## config.mk

```make
export PLATFORM = sky130hd
export DESIGN_NAME = vga_timing_flat
export DESIGN_NICKNAME = d
export VERILOG_FILES = /design/src/design/sudoku_pkg.sv /design/src/design/scan_if.sv /design/src/design/vga_timing.sv /design/src/flat_wrapper.sv
export SDC_FILE = /design/constraint.sdc
export NUM_CORES = 1
export LEC_CHECK = 0
export BUFFER_PORTS_ARGS = -buffer_cell sky130_fd_sc_hd__buf_4
export CORE_ASPECT_RATIO = 1.1
export CORE_MARGIN = 5
export CORE_UTILIZATION = 40
export CTS_BUF_LIST = sky130_fd_sc_hd__clkbuf_8
export CTS_CLUSTER_SIZE = 30
export DETAILED_ROUTE_END_ITERATION = 6
export PLACE_DENSITY_LB_ADDON = 0.15
export SLEW_MARGIN = 30
export SYNTH_ARGS = -nofsm -noshare
export SYNTH_HDL_FRONTEND = slang
export SYNTH_SLANG_ARGS = --single-unit
```

## constraint.sdc

```tcl
create_clock -name clka -period 2.3 [get_ports clka]
set_input_delay 0.115 -clock clka [delete_from_list [all_inputs] [get_ports clka]]
set_output_delay 0.115 -clock clka [all_outputs]
set_load 0.02 [all_outputs]
```

## src/design/sudoku_pkg.sv

```systemverilog
package sudoku_pkg;

	// ----------------------------------------------------------------------
	// 640x480 VGA timing, syncs active low.
	// ----------------------------------------------------------------------
	localparam int h_visible    = 640;
	localparam int h_total      = 800;
	localparam int h_sync_start = 656;
	localparam int h_sync_end   = 752;
	localparam int v_visible    = 480;
	localparam int v_total      = 525;
	localparam int v_sync_start = 490;
	localparam int v_sync_end   = 492;

	// ----------------------------------------------------------------------
	// Board and timer layout.
	// ----------------------------------------------------------------------
	localparam int board_dim = 9;
	localparam int num_cells = board_dim * board_dim;
	localparam int cell_size = 52;

	// Same offsets for rows and columns, wider gaps between 3x3 blocks.
	localparam logic [9:0] blk_pos [0:board_dim-1] = '{
		10'd0, 10'd53, 10'd106, 10'd161, 10'd214, 10'd267, 10'd322, 10'd375, 10'd428
	};

	// Indexed by timer digit, digit 3 at the top left.
	localparam int timer_boxes = 4;
	localparam logic [9:0] timer_x [0:timer_boxes-1] = '{10'd560, 10'd500, 10'd560, 10'd500};
	localparam logic [9:0] timer_y [0:timer_boxes-1] = '{10'd260, 10'd260, 10'd200, 10'd200};

	// Seven-segment glyphs, bit 0 is segment a and bit 6 is segment g.
	localparam int max_digit  = 9;
	localparam int seg_thick  = 6;
	localparam int seg_mid_lo = 23;
	localparam int seg_mid_hi = 28;
	localparam logic [6:0] seg_mask [0:max_digit] = '{
		7'h3f, 7'h06, 7'h5b, 7'h4f, 7'h66, 7'h6d, 7'h7d, 7'h07, 7'h7f, 7'h6f
	};

	// Background pattern at half resolution.
	localparam int bg_width  = h_visible / 2;
	localparam int bg_depth  = bg_width * (v_visible / 2);
	localparam int bg_tile   = 8;
	localparam int bg_colors = 5;

	localparam logic [11:0] bg_palette [0:7] = '{
		12'h23a, 12'h019, 12'hd99, 12'hc77, 12'h038, 12'h000, 12'h000, 12'h000
	};
	localparam logic [11:0] col_given  = 12'h000;
	localparam logic [11:0] col_player = 12'hf00;
	localparam logic [11:0] col_timer  = 12'hfff;
	localparam logic [11:0] col_blank  = 12'h000;

	// ----------------------------------------------------------------------
	// Register map and responses.
	// ----------------------------------------------------------------------
	localparam logic [11:0] reg_cell_base = 12'h000;
	localparam logic [11:0] reg_timer     = 12'h144;
	localparam logic [11:0] reg_frame     = 12'h148;
	localparam logic [1:0]  resp_okay     = 2'b00;
	localparam logic [1:0]  resp_slverr   = 2'b10;

	typedef enum logic [1:0] {
		layer_bg,
		layer_given,
		layer_player,
		layer_timer
	} layer_e;

	typedef enum logic {
		wr_idle,
		wr_resp
	} axil_wr_state_e;

	typedef enum logic {
		rd_idle,
		rd_data
	} axil_rd_state_e;

endpackage

```

## src/design/scan_if.sv

```systemverilog
`timescale 1ns/1ps

// Scan position and syncs from the timing generator.
interface scan_if;
	logic [9:0] h_cnt;
	logic [9:0] v_cnt;
	logic       active;
	logic       hsync;
	logic       vsync;

	modport source (
		output h_cnt, v_cnt, active, hsync, vsync
	);

	modport sink (
		input h_cnt, v_cnt, active, hsync, vsync
	);
endinterface

```

## src/design/vga_timing.sv

```systemverilog
`timescale 1ns/1ps

module vga_timing (
	input  logic   clka,
	input  logic   rst_n,
	scan_if.source scan,
	output logic   frame_start
);

	logic [9:0] h_cnt;
	logic [9:0] v_cnt;

	always_ff @(posedge clka or negedge rst_n) begin
		if (!rst_n) begin
			h_cnt <= '0;
			v_cnt <= '0;
		end else if (h_cnt == 10'(sudoku_pkg::h_total - 1)) begin
			h_cnt <= '0;
			if (v_cnt == 10'(sudoku_pkg::v_total - 1)) begin
				v_cnt <= '0;
			end else begin
				v_cnt <= v_cnt + 10'd1;
			end
		end else begin
			h_cnt <= h_cnt + 10'd1;
		end
	end

	assign scan.h_cnt  = h_cnt;
	assign scan.v_cnt  = v_cnt;
	assign scan.active = (h_cnt < sudoku_pkg::h_visible) && (v_cnt < sudoku_pkg::v_visible);
	assign scan.hsync  = !((h_cnt >= sudoku_pkg::h_sync_start) &&
		(h_cnt < sudoku_pkg::h_sync_end));
	assign scan.vsync  = !((v_cnt >= sudoku_pkg::v_sync_start) &&
		(v_cnt < sudoku_pkg::v_sync_end));

	// One pulse per frame, at the top left pixel.
	assign frame_start = (h_cnt == 10'd0) && (v_cnt == 10'd0);

	h_cnt_range_a: assert property (
		@(posedge clka) disable iff (!rst_n) h_cnt < sudoku_pkg::h_total
	);

endmodule

```

## src/flat_wrapper.sv

```systemverilog
// flat-port wrapper written by rule: the top's interface ports become plain ports
module vga_timing_flat 
  (clka, rst_n, frame_start, scan_h_cnt, scan_v_cnt, scan_active, scan_hsync, scan_vsync);
  scan_if scan_i ();
  input  logic clka;
  input  logic rst_n;
  output logic frame_start;
  output wire logic [$bits(scan_i.h_cnt)-1:0] scan_h_cnt;
  output wire logic [$bits(scan_i.v_cnt)-1:0] scan_v_cnt;
  output wire logic [$bits(scan_i.active)-1:0] scan_active;
  output wire logic [$bits(scan_i.hsync)-1:0] scan_hsync;
  output wire logic [$bits(scan_i.vsync)-1:0] scan_vsync;
  assign scan_h_cnt = scan_i.h_cnt;
  assign scan_v_cnt = scan_i.v_cnt;
  assign scan_active = scan_i.active;
  assign scan_hsync = scan_i.hsync;
  assign scan_vsync = scan_i.vsync;
  vga_timing u_core (.clka(clka), .rst_n(rst_n), .scan(scan_i), .frame_start(frame_start));
endmodule
```

==> reports/results.tsv, run 1 <==
metric	value	unit
Total Power	0.623	mW
CP Cell Sequence	inv_1 -> ha_1 -> nor4b_1 -> buf_4 -> nand4_1 -> nor4_1 -> buf_4	
Pins Over Slew Limit	0	
Post-Route WL	2560	um
port bufs	25	
1st-iter DRT viols	20	
Slew @ Worst Pin	0.465	ns
fmax	477	MHz
Critical Path Source Type	flop	
Peak VDD IR	0.322	mV
Clock Tree Buf Depth	2	
vias in the first global route	985	
critical path's slowest cell	dfrtp_1	
Worst EP required	2.18	ns
RD Place Congestion	0.798	
post-CTS setup buffer count	0	
HPWL after DPL	1910	um
Leak	0.669	nW
Die Y	65.4	um
Finished Layout Cells	176	
H-tree depth	1	
leading area contributor after synthesis	dfrtp_1	
Worst Hold Class	input pin to async pin	
DRC errors left	0	
clk_skew	0.00294	ns
Worst-path clk slew	0.07	ns
clock sink total	20	
CP Buf/Inv Count	3	
Initial Util	40.9	%
Crit Path Category	flop to primary output	
dpl cells	171	
first-pass GRT wire length	4380	um
P&R area growth vs syn	26.0	%
Mapped Area	1120	um^2
max_cap viols	0	
Post-synth EDFFs	0	
Placement Cell Area	1340	um^2
final hold violations	0	
Synth cell types	35	
CTS Buf Count	3	
finished layout cell area	1410	um^2
I/O pins	26	
Pre-Repair DR Iteration Count	4	
core box area	2730	um^2
CTS tree	done	
most frequent cells after synthesis	20 x dfrtp_1, 12 x nand3_1, 11 x nor2_1	
Worst path depth	7	
DR WL met3	132	um
max_slew headroom	68.7	%
ys flop type	dfrtp_1	
row count	20	
most frequent cell after synthesis	dfrtp_1	
met1 WL	1220	um
GR Overflow Total	0	
crit path max fanout	8	
Final TNS setup	0	ns
async set-or-reset flop fraction in the synthesized netlist	100	%
top sig layer	met4	
Worst Path Arrival	1.98	ns
Post-Syn Area per Cell	9.88	um^2
Synth Register Bits	20	
critical path's top delay family	simple AND/OR/NAND/NOR gates	
sequential share of the synthesized area	44.8	%
n_diodes	0	
initial antenna violation count	0	
leading post-synthesis cells by cell area	dfrtp_1 45%, nand3_1 5.4%, xnor2_1 4.7%	
root buf cell	clkbuf_8	
crit path time final	2.10	ns
fin crit share	91.1	%
die area	3950	um^2
nets	150	
area fraction of the dominant cell type after synthesis	44.8	%
CP dominant cell by count	buf_4	
final setup fails	0	
largest net degree at the start of global routing	21	
vias per cell	5.38	
RSZ-0062 raised after global routing	false	
post-DR wirelength/cell	14.6	um
worst reg2reg path depth	4	
met2 WL post-DR	1200	um
Global Route Usage Sum	14.4	%
status	completed	
Gate Count Post-Synth	113	
ANT nets after route	0	
layout cells sized above 1	27.3	%
Die X	60.4	um
Syn Nets	119	
YS warnings	0	
PwrDens	443	nW/um^2
via count	946	
crit path capture type	primary output	
crit-path max cell delay	0.48	ns
clk_lat worst skew	0.25	ns
-- worst register-to-register path, cell delays in order (launching register included) --
cell     delay [ns]
dfrtp_1        0.46
or4b_4         0.60
or3_4          0.38
nor2_1         0.13
mux2_2         0.34
-- cell families (layout without fill, tap and decap cells) --
group / Yosys count / count (layout) / share of synthesized area [%]
simple gates: 57 / 57 / 29.8
flops: 20 / 20 / 44.8
compound gates: 13 / 13 / 8.30
xor+xnor: 10 / 10 / 7.85
buf+inv: 8 / 38 / 3.70
fa+ha+maj: 4 / 4 / 4.48
mux: 1 / 1 / 1.01
-- per-stage QoR --
| stage | hold WS (ns) | utilization [%] | setup slack, ns |
|---|---|---|---|
| 2_1_floorplan | -0.181 | - | 0.293 |
| 3_3_place_gp | 0.0138 | 49.2 | 0.342 |
| 3_5_place_dp | 0.00945 | 49.2 | 0.296 |
| 4_1_cts | 0.283 | 51.6 | 0.221 |
| 5_1_grt | 0.298 | 51.6 | 0.0880 |
| 6_report | 0.275 | 51.6 | 0.204 |
-- per-layer routing --
layer / global-route usage (%) / vias up
li1: - / 474
met1: 19.0 / 452
met2: 23.1 / 18
met3: 3.34 / 2
met4: 4.16 / 0
met5: 0 / -
-- flip-flops by register name, indices dropped and copies added (netlist names) --
| register | count |
|---|---|
| u_core.scan.h_cnt | 10 |
| u_core.scan.v_cnt | 10 |
-- report_power, final --
part	total (mW)	leakage (nW)	switching, mW	internal [mW]
clock network	0.263	0.0288	0.111	0.152
registers	0.351	0.265	0	0.351
logic	0.00927	0.376	0.00701	0.00226
total	0.623	0.669	0.118	0.506
-- path summary, 6_finish.rpt --
path                                                        from                                to  slack, ns
worst max-delay path            u_core.scan.v_cnt[1]$_DFFE_PN0N_                       frame_start       0.20
max in group asynchronous                                  rst_n  u_core.scan.v_cnt[4]$_DFFE_PN0N_       1.81
min in group clka               u_core.scan.v_cnt[8]$_DFFE_PN0N_  u_core.scan.v_cnt[8]$_DFFE_PN0N_       0.53
worst min-delay path                                       rst_n    u_core.scan.h_cnt[6]$_DFF_PN0_       0.28
worst max register to register    u_core.scan.h_cnt[5]$_DFF_PN0_  u_core.scan.v_cnt[4]$_DFFE_PN0N_       0.28
worst min register to register  u_core.scan.v_cnt[8]$_DFFE_PN0N_  u_core.scan.v_cnt[8]$_DFFE_PN0N_       0.53
-- cells in the final DEF (no fill, tap or decap), drive strengths merged, types with 4 or more instances in the layout --
cell,instances
nor2,11
dfrtp,20
inv,6
nor4,4
nand4,5
clkbuf,4
nand2,6
xnor2,6
buf,27
o21ai,6
nand3,12
and3,6
ha,4
xor2,4
-- area by class of cell --
class,instances,area (um^2)
clock buffers,4,55.1
flip-flops and latches,20,500
repair buffers,28,213
fillers,255,1320
inverters,6,22.5
well taps,33,41.3
multi-input cells,85,574
-- what timing repair did --
| item | in CTS | in global routing |
|---|---|---|
| resized for setup | 0 | 0 |
| setup endpoints to repair | 0 | 0 |
| hold buffers | 1 | 0 |
| hold endpoints to repair | 20 | 0 |
Note: power is estimated with default switching activity, not from simulation.
==> inputs of run 2 (changes only) <==
--- a/config.mk
+++ b/config.mk
@@ -5,10 +5,11 @@
 export SDC_FILE = /design/constraint.sdc
 export NUM_CORES = 1
 export LEC_CHECK = 0
+export ABC_AREA = 1
 export BUFFER_PORTS_ARGS = -buffer_cell sky130_fd_sc_hd__buf_4
 export CORE_ASPECT_RATIO = 1.1
 export CORE_MARGIN = 5
-export CORE_UTILIZATION = 40
+export CORE_UTILIZATION = 48
 export CTS_BUF_LIST = sky130_fd_sc_hd__clkbuf_8
 export CTS_CLUSTER_SIZE = 30
 export DETAILED_ROUTE_END_ITERATION = 6
==> run 2 against run 1 <==
  * Non-clock buffer count shrank 2
  * Global-route usage grew 2.4 points
  * Wire length grew 7.6%
  * Area after synthesis grew 9.8%
  * Critical path type unchanged
  * Largest cell class unchanged
  * Largest power group unchanged
==> reports/results.tsv, run 2 <==
metric	value	unit
status	completed	
Final TNS setup	0	ns
worst setup margin	0.598	ns
fmax	588	MHz
sequential share of the synthesized area	40.9	%
Worst Hold Class	input pin to async pin	
Global Route Usage Sum	16.7	%
P&R area growth vs syn	21.8	%
final setup fails	0	
CTS tree	done	
ys flop type	dfrtp_1	
commonest cells after routing, fill and taps aside	37 x nand2_1, 30 x inv_1, 30 x nor2_1, 25 x buf_4, 20 x dfrtp_1	
row count	19	
nets	206	
port bufs	25	
RD Place Congestion	0.884	
Worst EP required	2.18	ns
layout cells sized above 1	17.7	%
Worst Path Arrival	1.59	ns
largest net degree at the start of global routing	21	
clock sink total	20	
RSZ-0062 raised after global routing	false	
finished layout cell area	1490	um^2
Net Sw Frac	19.6	%
vias per cell	4.98	
Post-synth EDFFs	0	
async set-or-reset flop fraction in the synthesized netlist	100	%
CTS Buf Count	3	
Die Y	63.0	um
crit path max fanout	5	
top flop regs	u_core.scan.h_cnt: 10 flops, u_core.scan.v_cnt: 10 flops	
post-CTS setup buffer count	0	
Die X	58.2	um
Flop pwr share	60.1	%
Critical Path Source Type	flop	
1st-iter DRT viols	34	
Pint	0.470	mW
ANT nets after route	0	
fin crit share	74.0	%
pre-CTS setup slack	0.769	ns
first-pass GRT wire length	4710	um
Clock Tree Buf Depth	2	
H-tree depth	1	
core box area	2470	um^2
HPWL after DPL	2160	um
I/O pins	26	
Worst-path clk slew	0.07	ns
die area	3660	um^2
most frequent cells after synthesis	37 x nand2_1, 30 x inv_1, 30 x nor2_1	
via count	1140	
Gate Count Post-Synth	170	
Syn Nets	176	
Initial Util	49.5	%
PwrDens	392	nW/um^2
Slew @ Worst Pin	0.334	ns
YS warnings	0	
Placement Cell Area	1440	um^2
clk_skew	0.00375	ns
Pre-Repair DR Iteration Count	4	
most frequent cell after synthesis	nand2_1	
Pins Over Slew Limit	0	
crit path capture type	primary output	
post-DR wirelength/cell	12.0	um
Finished Layout Cells	229	
GR Overflow Total	0	
Leak	0.800	nW
leading post-synthesis cells by cell area	dfrtp_1 41%, nand2_1 11%, inv_1 9.2%	
power share of the clock group	38.3	%
max_cap viols	0	
area fraction of the dominant cell type after synthesis	40.9	%
leading area contributor after synthesis	dfrtp_1	
Layout fillers	236	
initial antenna violation count	0	
Psw	0.114	mW
Logic pwr share	1.6	%
Crit Path Category	flop to primary output	
max_slew headroom	77.7	%
n_diodes	0	
Post-Route WL	2760	um
vias in the first global route	1074	
dpl cells	225	
Synth Register Bits	20	
clk_lat worst skew	0.25	ns
Peak VDD IR	0.332	mV
DRC errors left	0	
crit path time final	1.70	ns
Synth cell types	20	
Post-Syn Area per Cell	7.21	um^2
root buf cell	clkbuf_8	
Mapped Area	1220	um^2
final hold violations	0	
most common cell after layout, fill and taps aside	nand2_1	
run 2: cell types whose count changed in the layout (fill, tap and decap cells not counted), moves of 3 or more:
cell      before  now
a21oi_1        0    3
and3_1         5    0
inv_1          6   30
nand2_1        6   37
nand3_1       12   15
nand3b_1       0    3
nor2_1        11   30
xnor2_1        6    0
run 2: worst max-delay path, stage by stage, from the launching register on:
cell and delay [ns]:
dfrtp_1 0.43, inv_1 0.11, ha_1 0.18, inv_1 0.05
nor3_1 0.18, nand3_1 0.09, nor2_1 0.13, buf_4 0.16
run 2: through the flow:
step	util [%]	hold WS, ns	total power [mW]
3_5_place_dp	58.2	0.0159	0.367
3_3_place_gp	58.2	0.0110	0.367
6_report	60.3	0.273	0.585
5_1_grt	60.3	0.300	0.614
2_1_floorplan	-	-0.181	0.358
4_1_cts	60.3	0.279	0.595
run 2: power groups by stage:
| stage | clock network, mW | registers (mW) | logic [mW] |
|---|---|---|---|
| floorplan | 0 | 0.358 | 0.000000387 |
| global placement | 0 | 0.358 | 0.00849 |
| detailed placement | 0 | 0.358 | 0.00879 |
| CTS | 0.234 | 0.351 | 0.0101 |
| global route | 0.251 | 0.351 | 0.0111 |
| finish | 0.224 | 0.352 | 0.00923 |
run 2: path summary, 6_finish.rpt:
| path | from | endpoint | slack, ns | depth (start not counted) |
|---|---|---|---|---|
| setup / recovery | u_core.scan.v_cnt[0]$_DFFE_PN0N_ | frame_start | 0.60 | 7 |
| hold / removal | rst_n | u_core.scan.h_cnt[4]$_DFF_PN0_ | 0.27 | 2 |
| setup reg to reg | u_core.scan.h_cnt[0]$_DFF_PN0_ | u_core.scan.v_cnt[7]$_DFFE_PN0N_ | 0.76 | 7 |
| hold reg to reg | u_core.scan.h_cnt[0]$_DFF_PN0_ | u_core.scan.h_cnt[0]$_DFF_PN0_ | 0.51 | 1 |
| max in group asynchronous | rst_n | u_core.scan.h_cnt[3]$_DFF_PN0_ | 1.81 | 2 |
| min in group clka | u_core.scan.h_cnt[0]$_DFF_PN0_ | u_core.scan.h_cnt[0]$_DFF_PN0_ | 0.51 | 1 |
run 2: routing by layer:
metal	GRT usage, %	vias up	routed length (um)
met2	27.0	26	1360
met5	0	-	0
met3	2.69	5	135
li1	-	585	-
met1	21.5	524	1210
met4	7.54	0	48
run 2: cells by family (layout without fill, tap and decap cells):
kind of cell / count (synthesis) / in the layout / synth area share, %
AND/OR/NAND/NOR: 97 / 97 / 35.6
buffers and inverters: 32 / 60 / 10.4
flip-flops: 20 / 20 / 40.9
AO/OA/AOI/OAI: 11 / 11 / 4.70
XOR/XNOR: 6 / 6 / 4.29
adder cells (fa/ha/maj): 4 / 4 / 4.09
run 2: timing repair:
item                       4_1_cts  5_1_grt
gates resized for setup          0        0
setup endpoints to repair        0        0
hold buffers                     1        0
hold endpoints to repair        20        0
run 2: area by class of cell:
type | instances | area [um^2] | area share, %
Multi-Input combinational cell | 118 | 597 | 40.0
Timing Repair Buffer | 26 | 198 | 13.3
Inverter | 31 | 116 | 7.80
Tap cell | 31 | 38.8 | 2.60
Sequential cell | 20 | 500 | 33.6
Clock buffer | 3 | 41.3 | 2.77
==> inputs of run 3 (changes only) <==
==> constraint.sdc (replaced) <==
create_clock -name clka -period 1.55 [get_ports clka]
set_input_delay 0.0775 -clock clka [delete_from_list [all_inputs] [get_ports clka]]
set_output_delay 0.0775 -clock clka [all_outputs]
set_load 0.02 [all_outputs]
==> run 3 against run 2 <==
  * The run now ends with negative setup slack left
  * Die area unchanged
  * Non-clock buffer count up 9
  * Power up 48%
  * Sequential cell count unchanged
==> reports/results.tsv, run 3 (synthesized netlist as in run 2, its figures left out) <==
metric	value	unit
status	finished with violations	
failing checks	negative setup slack	
met2 WL post-DR	1540	um
crit path capture type	primary output	
met1 WL	1270	um
Worst Path Arrival	1.52	ns
final setup fails	1	
I/O pins	26	
Final TNS setup	-0.0461	ns
top flop regs	u_core.scan.h_cnt: 10 flops, u_core.scan.v_cnt: 10 flops	
critical path's top delay family	flip-flops	
clk_skew	0.00553	ns
PwrDens	525	nW/um^2
initial antenna violation count	0	
pre-CTS setup slack	0.0338	ns
Die Y	63.0	um
worst setup margin	-0.0461	ns
layout cells sized above 1	29.0	%
top sig layer	met4	
Initial Util	49.5	%
HPWL after DPL	2160	um
commonest cells after routing, fill and taps aside	36 x nand2_1, 32 x buf_4, 27 x inv_1, 26 x nor2_1, 20 x dfrtp_1	
CTS tree	done	
Logic pwr share	1.6	%
clk_lat worst skew	0.25	ns
RD Place Congestion	0.803	
Psw	0.166	mW
CTS Buf Count	3	
final hold violations	0	
Post-Route WL	3010	um
via count	1225	
n_diodes	0	
Slew @ Worst Pin	0.275	ns
Worst-path clk slew	0.07	ns
CP Cell Sequence	inv_2 -> ha_4 -> inv_1 -> nor3_2 -> nand3_1 -> nor2_1 -> buf_4	
most common cell after layout, fill and taps aside	nand2_1	
DR WL met3	149	um
crit path time final	1.60	ns
Critical Path Source Type	flop	
largest net degree at the start of global routing	21	
Worst EP required	1.47	ns
Net Sw Frac	19.3	%
Global Route Usage Sum	17.1	%
CP Buf/Inv Count	3	
max_cap viols	0	
1st-iter DRT viols	70	
P&R area growth vs syn	34.4	%
fin crit share	103	%
Leak	0.856	nW
Crit Path Category	flop to primary output	
worst hold margin	0.238	ns
crit-path max cell delay	0.40	ns
row count	19	
RSZ-0062 raised after global routing	true	
Finished Layout Cells	238	
nets	215	
Worst Hold Class	input pin to async pin	
max_slew headroom	81.7	%
Peak VDD IR	0.465	mV
DRC errors left	0	
power share of the clock group	38.0	%
H-tree depth	1	
Pint	0.698	mW
Die X	58.2	um
fmax	627	MHz
post-DR wirelength/cell	12.6	um
vias per cell	5.15	
Pins Over Slew Limit	0	
Pre-Repair DR Iteration Count	4	
Flop pwr share	60.4	%
Clock Tree Buf Depth	2	
root buf cell	clkbuf_8	
vias in the first global route	1102	
ANT nets after route	0	
core box area	2470	um^2
clock sink total	20	
critical path's slowest cell	dfrtp_1	
first-pass GRT wire length	4910	um
port bufs	25	
die area	3660	um^2
GR Overflow Total	0	
crit path max fanout	3	
dpl cells	227	
==> run 3: cell count changes in the layout (fill, tap and decap cells not counted), moves of 3 or more <==
cell     previous run  this run
buf_4              25        32
ha_1                4         0
nor2_1             30        26
nor2_2              1         5
inv_1              30        27
o21ai_0             7         4
==> run 3: layout make-up <==
class                   instances  area, um^2
flip-flops and latches         20         500
fillers                       217         826
well taps                      31        38.8
inverters                      31         119
multi-input cells             118         666
repair buffers                 35         282
clock buffers                   3        41.3
==> run 3: metal layers <==
layer	up-vias	global-route usage, %
li1	600	-
met1	586	21.7
met2	34	27.8
met3	5	3.10
met4	0	7.25
met5	-	0
==> run 3: worst register-to-register path: stages (launching register included) <==
cell and delay, ns:
dfrtp_1 0.36, buf_4 0.12, ha_2 0.18, nand2_2 0.07
nor2_4 0.13, nand2_2 0.08, nor2_4 0.13, buf_12 0.15
nand2_1 0.06, xor2_1 0.14
==> run 3: power groups by stage <==
stage          Combinational, mW  Clock [mW]  Sequential (mW)
2_1_floorplan        0.000000387           0            0.532
5_1_grt                   0.0172       0.364            0.521
3_5_place_dp              0.0128           0            0.532
4_1_cts                   0.0146       0.339            0.522
3_3_place_gp              0.0127           0            0.532
6_report                  0.0140       0.329            0.522
==> run 3: per-stage QoR <==
stage,instance area (um^2),util (%),total power [mW]
6_report,1650,66.6,0.864
5_1_grt,1650,66.6,0.902
4_1_cts,1560,63.2,0.876
3_5_place_dp,1460,58.9,0.544
3_3_place_gp,1460,58.9,0.544
2_1_floorplan,1220,-,0.532
==> run 3: path summary, 6_finish.rpt <==
path / endpoint / slack [ns] / start / cells after the start
worst max-delay path: frame_start / -0.05 / u_core.scan.v_cnt[0]$_DFFE_PN0N_ / 7
worst min-delay path: u_core.scan.h_cnt[2]$_DFF_PN0_ / 0.24 / rst_n / 2
worst max register to register: u_core.scan.v_cnt[7]$_DFFE_PN0N_ / 0.01 / u_core.scan.h_cnt[0]$_DFF_PN0_ / 9
worst min register to register: u_core.scan.v_cnt[6]$_DFFE_PN0N_ / 0.57 / u_core.scan.v_cnt[6]$_DFFE_PN0N_ / 1
max in group asynchronous: u_core.scan.h_cnt[8]$_DFF_PN0_ / 1.09 / rst_n / 2
min in group clka: u_core.scan.v_cnt[6]$_DFFE_PN0N_ / 0.57 / u_core.scan.v_cnt[6]$_DFFE_PN0N_ / 1
==> run 3: what timing repair did <==
action,CTS,global route
hold buffers,1,0
setup buffers,4,3
pin swaps,4,4
endpoints found under the hold margin,20,0
gates resized for setup,7,17
setup endpoints to repair,1,12
